$ cat config.mk
export PLATFORM = sky130hd
export DESIGN_NAME = cam_top
export DESIGN_NICKNAME = d
export VERILOG_FILES = /design/src/cam_pkg.sv /design/src/cam_ctrl.sv /design/src/cam_entry_array.sv /design/src/match_encoder.sv /design/src/cam_top.sv
export SDC_FILE = /design/constraint.sdc
export NUM_CORES = 2
export LEC_CHECK = 0
export BUFFER_PORTS_ARGS = -buffer_cell sky130_fd_sc_hd__buf_2
export CAP_MARGIN = 5
export CORE_MARGIN = 2
export CORE_UTILIZATION = 25
export CTS_CLUSTER_SIZE = 20
export DETAILED_ROUTE_END_ITERATION = 8
export PLACE_DENSITY = 0.38
export SLEW_MARGIN = 20
export SYNTH_ARGS = -nofsm -noshare
export SYNTH_HDL_FRONTEND = slang
export SYNTH_HIERARCHICAL = 1
export SYNTH_SLANG_ARGS = --single-unit
$ cat constraint.sdc
create_clock -name clk -period 1.88 [get_ports clk]
set_input_delay 0 -clock clk [delete_from_list [all_inputs] [get_ports clk]]
set_output_delay 0 -clock clk [all_outputs]
set_load 0.02 [all_outputs]
$ cat src/cam_pkg.sv
package cam_pkg;

  // Stored word and search key width.
  localparam int WORD_W = 22;

  // Largest entry count the address field can reach.
  localparam int MAX_ENTRY = 64;

  // Address width, enough for MAX_ENTRY entries.
  localparam int ADDR_W = $clog2(MAX_ENTRY);

  // Entry count used when the top level is not overridden.
  localparam int DEFAULT_ENTRY = 50;

  // One stored word, or one search key.
  typedef logic [WORD_W-1:0] cam_word_t;

  // One entry address.
  typedef logic [ADDR_W-1:0] cam_addr_t;

  // Write request, qualified by a separate strobe.
  typedef struct packed {
    cam_addr_t addr; // Target entry.
    cam_word_t data; // Word to store there.
  } cam_write_t;

  // Search answer.
  // Only meaningful while result_valid is high.
  typedef struct packed {
    logic      hit;  // Some valid entry matched the key.
    cam_addr_t addr; // Lowest matching entry, zero on a miss.
  } cam_result_t;

endpackage

$ cat src/cam_ctrl.sv
`timescale 1ns/1ps

module cam_ctrl #(
  parameter int NUM_ENTRY = cam_pkg::DEFAULT_ENTRY
) (
  input  logic                 clk,
  input  logic                 arst_n,
  input  logic                 write_valid,
  input  cam_pkg::cam_addr_t   write_addr,
  input  logic                 search_valid,
  output logic [NUM_ENTRY-1:0] write_sel,
  output logic                 write_error,
  output logic                 compare_go,
  output logic                 encode_go,
  output logic                 result_valid
);

  import cam_pkg::*;

  logic addr_in_range; // Write address names an existing entry.

  // The entry count need not be a power of two.
  // Codes at or above NUM_ENTRY exist on the bus but have no entry behind them.
  assign addr_in_range = (int'(write_addr) < NUM_ENTRY);

  // One-hot write select.
  // An out-of-range address matches no index, so no entry is touched.
  for (genvar i = 0; i < NUM_ENTRY; i++) begin : g_write_sel
    assign write_sel[i] = write_valid && (write_addr == cam_addr_t'(i));
  end

  // Error pulse one cycle after a rejected write.
  always_ff @(posedge clk or negedge arst_n) begin
    if (!arst_n) begin
      write_error <= 1'b0;
    end else begin
      write_error <= write_valid && !addr_in_range; // High for one cycle only.
    end
  end

  // Search strobe pipeline.
  // Stage 0 is the strobe itself, it loads the match register in cycle N.
  assign compare_go = search_valid;

  // Stage 1 loads the encoder register, stage 2 flags the result.
  // Each search walks the chain alone, so two may be in flight.
  always_ff @(posedge clk or negedge arst_n) begin
    if (!arst_n) begin
      encode_go    <= 1'b0;
      result_valid <= 1'b0;
    end else begin
      encode_go    <= compare_go; // Match vector valid in N+1.
      result_valid <= encode_go;  // Encoded result valid in N+2.
    end
  end

endmodule

$ cat src/cam_entry_array.sv
`timescale 1ns/1ps

module cam_entry_array #(
  parameter int NUM_ENTRY = cam_pkg::DEFAULT_ENTRY
) (
  input  logic                 clk,
  input  logic                 arst_n,
  input  logic [NUM_ENTRY-1:0] write_sel,
  input  cam_pkg::cam_word_t   write_data,
  input  logic                 compare_go,
  input  cam_pkg::cam_word_t   search_key,
  output logic [NUM_ENTRY-1:0] match_vec
);

  import cam_pkg::*;

  cam_word_t            entry_word [NUM_ENTRY]; // Stored words.
  logic [NUM_ENTRY-1:0] entry_valid;            // Entry has been written since reset.
  logic [NUM_ENTRY-1:0] match_next;             // Live compare result.

  // Word storage.
  // At most one select bit is high.
  always_ff @(posedge clk or negedge arst_n) begin
    if (!arst_n) begin
      for (int i = 0; i < NUM_ENTRY; i++) begin
        entry_word[i] <= '0; // Zero words stay hidden behind clear valid bits.
      end
    end else begin
      for (int i = 0; i < NUM_ENTRY; i++) begin
        if (write_sel[i]) begin
          entry_word[i] <= write_data; // Overwrite replaces the old word.
        end
      end
    end
  end

  // Valid bits.
  // Set on first write and never cleared.
  always_ff @(posedge clk or negedge arst_n) begin
    if (!arst_n) begin
      entry_valid <= '0;
    end else begin
      entry_valid <= entry_valid | write_sel;
    end
  end

  // Parallel compare of the key against every entry.
  // This reads the pre-write contents, so a search beside a write sees old data.
  always_comb begin
    for (int i = 0; i < NUM_ENTRY; i++) begin
      match_next[i] = entry_valid[i] && (entry_word[i] == search_key);
    end
  end

  // Match register, loaded at the end of the search cycle.
  // It holds its value between searches.
  always_ff @(posedge clk or negedge arst_n) begin
    if (!arst_n) begin
      match_vec <= '0;
    end else if (compare_go) begin
      match_vec <= match_next; // One bit per entry.
    end
  end

endmodule

$ cat src/match_encoder.sv
`timescale 1ns/1ps

module match_encoder #(
  parameter int NUM_ENTRY = cam_pkg::DEFAULT_ENTRY
) (
  input  logic                 clk,
  input  logic                 arst_n,
  input  logic                 encode_go,
  input  logic [NUM_ENTRY-1:0] match_vec,
  output cam_pkg::cam_result_t result
);

  import cam_pkg::*;

  cam_result_t result_next; // Encoded form of the current match vector.

  // Lowest-index priority encoder.
  always_comb begin
    result_next.hit  = |match_vec; // Any entry matched.
    result_next.addr = '0;         // Miss reports address zero.
    // Walk down from the top.
    // The last set bit seen is the lowest, and it wins.
    for (int i = NUM_ENTRY - 1; i >= 0; i--) begin
      if (match_vec[i]) begin
        result_next.addr = cam_addr_t'(i);
      end
    end
  end

  // Result register, loaded one cycle after the match register.
  always_ff @(posedge clk or negedge arst_n) begin
    if (!arst_n) begin
      result <= '0;
    end else if (encode_go) begin
      result <= result_next; // Seen in N+2 with result_valid.
    end
  end

endmodule

$ cat src/cam_top.sv
`timescale 1ns/1ps

module cam_top #(
  parameter int NUM_ENTRY = cam_pkg::DEFAULT_ENTRY
) (
  input  logic                 clk,
  input  logic                 arst_n,
  input  logic                 write_valid,
  input  cam_pkg::cam_write_t  write_req,
  input  logic                 search_valid,
  input  cam_pkg::cam_word_t   search_key,
  output logic                 result_valid,
  output cam_pkg::cam_result_t result,
  output logic                 write_error
);

  logic [NUM_ENTRY-1:0] write_sel;  // One-hot, in-range writes only.
  logic                 compare_go; // Loads the match register.
  logic                 encode_go;  // Loads the result register.
  logic [NUM_ENTRY-1:0] match_vec;  // Registered compare result.

  // Controller.
  // Judges the write address and sequences the search stages.
  cam_ctrl #(
    .NUM_ENTRY    (NUM_ENTRY)
  ) i_ctrl (
    .clk          (clk),
    .arst_n       (arst_n),
    .write_valid  (write_valid),
    .write_addr   (write_req.addr), // Address field only.
    .search_valid (search_valid),
    .write_sel    (write_sel),
    .write_error  (write_error),
    .compare_go   (compare_go),
    .encode_go    (encode_go),
    .result_valid (result_valid)
  );

  // Storage and parallel compare.
  cam_entry_array #(
    .NUM_ENTRY  (NUM_ENTRY)
  ) i_array (
    .clk        (clk),
    .arst_n     (arst_n),
    .write_sel  (write_sel),
    .write_data (write_req.data), // Data field only.
    .compare_go (compare_go),
    .search_key (search_key),
    .match_vec  (match_vec)
  );

  // Priority encoder, second pipeline stage.
  match_encoder #(
    .NUM_ENTRY (NUM_ENTRY)
  ) i_encoder (
    .clk       (clk),
    .arst_n    (arst_n),
    .encode_go (encode_go),
    .match_vec (match_vec),
    .result    (result)
  );

endmodule

==> reports/summary.txt <==
Slowest CP cell -> dlygate4sd3_1
Clock Sink Count -> 1210
Finished layout cell area -> 72200 um2
Skew final -> 24.1 ps
Sequential area share after synthesis -> 51.4%
Nets -> 4864
Mapped Cells -> 4514
Placed Area -> 66600 um2
CP Class -> in2reg
Most common cell after layout, fill and taps aside -> dfrtp_1
GPL Wtd Cong -> 0.806
Routed vias/inst -> 4.58
Routed wire per std cell -> 28.0 um
Total number of vias -> 37.0k
Routed WL -> 227000 um
Max-slew headroom -> 37.3%
Final Hold Vio Count -> 0
Core area -> 235000 um2
Starting Density -> 25.1%
Largest net degree at the start of global routing -> 106
Register share of total power -> 44.0%
Vias in the first global route -> 38.6k
# H-tree levels -> 4
Lkg Pwr -> 32.6 nW
Worst slew pin tran -> 937 ps
Share of layout cells above drive strength 1 -> 38.4%
R2r setup slk -> 60 ps
Largest delay share family, worst path -> buffers and inverters
Synth Flop Type -> dfrtp_1
Most frequent cells in the layout -> dfrtp_1 (1210), mux2_2 (1100), xor2_1 (847), xnor2_1 (236), buf_4 (219)
R2R depth -> 7
Post-Synthesis Net Count -> 4568
Synthesis-stage register bit count -> 1210
Sw frac -> 27.5%
Antenna violations before repair -> 20
Worst path bufs/invs -> 5
Worst skew pair latency -> 820 ps
Die Y -> 490 um
DR iter-0 viols -> 2213
Clk pin slew, worst setup/hold paths -> 60 ps
Worst Setup Start Kind -> input pin
Hpwl dp -> 144000 um
Status -> completed
Drc violations -> 0
Number of I/O port buffers -> 62
Max clock buf depth -> 3
Yosys warns -> 6
Critical Path AT -> 2570 ps
CP peak stage delay -> 580 ps
Int Pwr -> 0.0520 W
Final setup fails -> 0
Max Cap Violations -> 0
Maximum vdd ir drop -> 0.000960 V
Mapped Area -> 59000 um2
Fraction of registers with async set or reset after synthesis -> 100%
Final ANT Viol Nets -> 0
DIE AREA -> 240000 um2
Reg-to-reg critical path startpoint -> i_array/match_vec[47]
Power Dens Cells -> 993 nW/um2
Post-synth EDFFs -> 0
Post-CTS setup buffers -> 0
Worst Path Max Fanout -> 12
Tot GR Track Use -> 19.0%
Clock power frac -> 40.6%
DR pass1 iterations -> 5
Chip width -> 490 um
Switching pwr -> 0.0197 W
RSZ-0062 raised after global routing -> false
Mean Syn Cell Area -> 13.1 um2
# rows -> 178
Required @ worst endpoint -> 2600 ps
Final Total Pwr -> 0.0717 W
Final Max Slew Viols -> 0
CP dominant cell by count -> dlygate4sd3_1
CP Launch Point -> search_key[18]
Synth cell types -> 52
CTS tree -> built
CTS Root Cell -> clkbuf_16
Number of cells on the critical path -> 9
CP endpoint -> i_array/match_vec[35]
Fillers -> 23.7k
Min-Delay Path Class -> in2reg
Layout area overhead -> 22.4%
Final worst path period share -> 98.4%
First-pass GRT wire length -> 317000 um
Crit. End Element -> flop
IO Count -> 63
Worst-path cell chain -> dlygate4sd3_1 -> clkbuf_8 -> buf_12 -> buf_4 -> xor2_1 -> nor4_2 -> nand4_1 -> dlygate4sd3_1 -> o22ai_1
GRT overflow -> 0
F_max -> 0.541 GHz
Tmin final -> 1850 ps
Gate power share -> 15.4%
Worst r2r dst -> i_encoder/result[3]
TritonCTS Buffers -> 153
## power groups by stage
stage | Clock (W) | Sequential, W | Combinational [W]
floorplan | 0 | 0.0316 | 0.00707
finish | 0.0291 | 0.0316 | 0.0110
CTS | 0.0301 | 0.0316 | 0.0112
detailed placement | 0 | 0.0320 | 0.0111
global route | 0.0311 | 0.0320 | 0.0120
global placement | 0 | 0.0319 | 0.0110
## kinds of logic after synthesis
kind of cell / share of synthesized area (%)
flops: 51.4
xor+xnor: 16.6
mux: 21.0
simple gates: 5.88
buf+inv: 4.14
compound gates: 1.05
## repair_timing
action / in CTS / in global routing
hold buffers: 65 / 0
setup endpoints to repair: 2 / 8
resized for setup: 3 / 14
pin swaps: 1 / 8
hold endpoints to repair: 1933 / 0
## area by class of cell
cell class / count / area, um2 / share of cell area [%]
Tap cell: 3150 / 3940 / 5.46
Clock buffer: 247 / 4590 / 6.36
Multi-Input combinational cell: 2878 / 26400 / 36.6
Sequential cell: 1210 / 30300 / 42.0
Antenna cell: 8 / 20.0 / 0.0277
Timing Repair Buffer: 505 / 6350 / 8.81
Clock inverter: 25 / 313 / 0.433
Inverter: 62 / 233 / 0.322
## stage by stage
stage | setup TNS [ps] | cells | hold WS (ps) | utilization [%] | setup WS (ps)
after floorplan | -5.01 | 4514 | -296 | - | -0.356
after global placement | -339 | 7744 | -63.6 | 28.3 | -235
after detailed placement | -180 | 7744 | -67.8 | 28.3 | -98.5
after CTS | 0 | 8081 | 0.212 | 30.7 | 3.91
after global routing | 0 | 8078 | 37.3 | 30.7 | 13.1
final | 0 | 8085 | 45.2 | 30.7 | 30.8
## worst min-delay path, delay by kind of cell
kind                   cells  cell delay, ps
buffers and inverters      2             390
AND/OR/NAND/NOR            2             200
XOR/XNOR                   1             130
AO/OA/AOI/OAI              1              80
## sequential cells by signal (all words and copies together), names as in the netlist
name                 count
i_array/entry_word    1100
i_encoder/result         7
i_array/entry_valid     50
i_array/match_vec       50
i_ctrl/result_valid      1
i_ctrl/write_error       1
i_ctrl/encode_go         1
## synthesized netlist by cell type (all sizes together), types with 2 or more instances
| cell type | number | area share [%] |
|---|---|---|
| o32ai | 2 | 0.042 |
| nor3b | 2 | 0.025 |
| or2 | 50 | 0.53 |
| a211oi | 3 | 0.038 |
| nor2b | 2 | 0.021 |
| xor2 | 847 | 13 |
| clkbuf | 197 | 1.3 |
| a2111oi | 2 | 0.030 |
| o211ai | 2 | 0.025 |
| mux2 | 1100 | 21 |
| dfrtp | 1210 | 51 |
| a21oi | 14 | 0.12 |
| nand3 | 53 | 0.45 |
| o21ai | 9 | 0.076 |
| o21a | 2 | 0.025 |
| nand2 | 11 | 0.070 |
| inv | 62 | 0.39 |
| o2bb2ai | 2 | 0.030 |
| nor3 | 60 | 0.53 |
| o31ai | 5 | 0.064 |
| nor2 | 66 | 0.42 |
| nand4 | 103 | 1.1 |
| o22ai | 49 | 0.52 |
| nand3b | 2 | 0.025 |
| or4b | 4 | 0.074 |
| nor4 | 167 | 1.8 |
| buf | 167 | 2.5 |
| o211a | 2 | 0.034 |
| or4 | 51 | 0.66 |
| xnor2 | 253 | 4.0 |
| nand4bb | 4 | 0.076 |
| nand4b | 4 | 0.059 |
## worst min path at each step
| stage | startpoint | slack [ps] | endpoint | cells past startpoint |
|---|---|---|---|---|
| after floorplan | arst_n | -300 | i_array/entry_valid[0] | 0 |
| after global placement | arst_n | -60 | i_array/entry_word[192] | 1 |
| after detailed placement | arst_n | -70 | i_array/entry_word[192] | 1 |
| after CTS | search_key[13] | 0.2 | i_array/match_vec[26] | 5 |
| after global routing | search_key[13] | 40 | i_array/match_vec[26] | 5 |
| final | search_key[13] | 50 | i_array/match_vec[1] | 6 |
## per-layer routing
metal / GRT usage [%] / vias up / part of all wire (%)
met5: 0 / - / 0
met1: 26.2 / 19875 / 46
met2: 31.0 / 688 / 47
met3: 2.48 / 270 / 3.8
met4: 5.50 / 0 / 2.5
li1: - / 16191 / -
No activity file was read; power rests on OpenSTA's default activity.
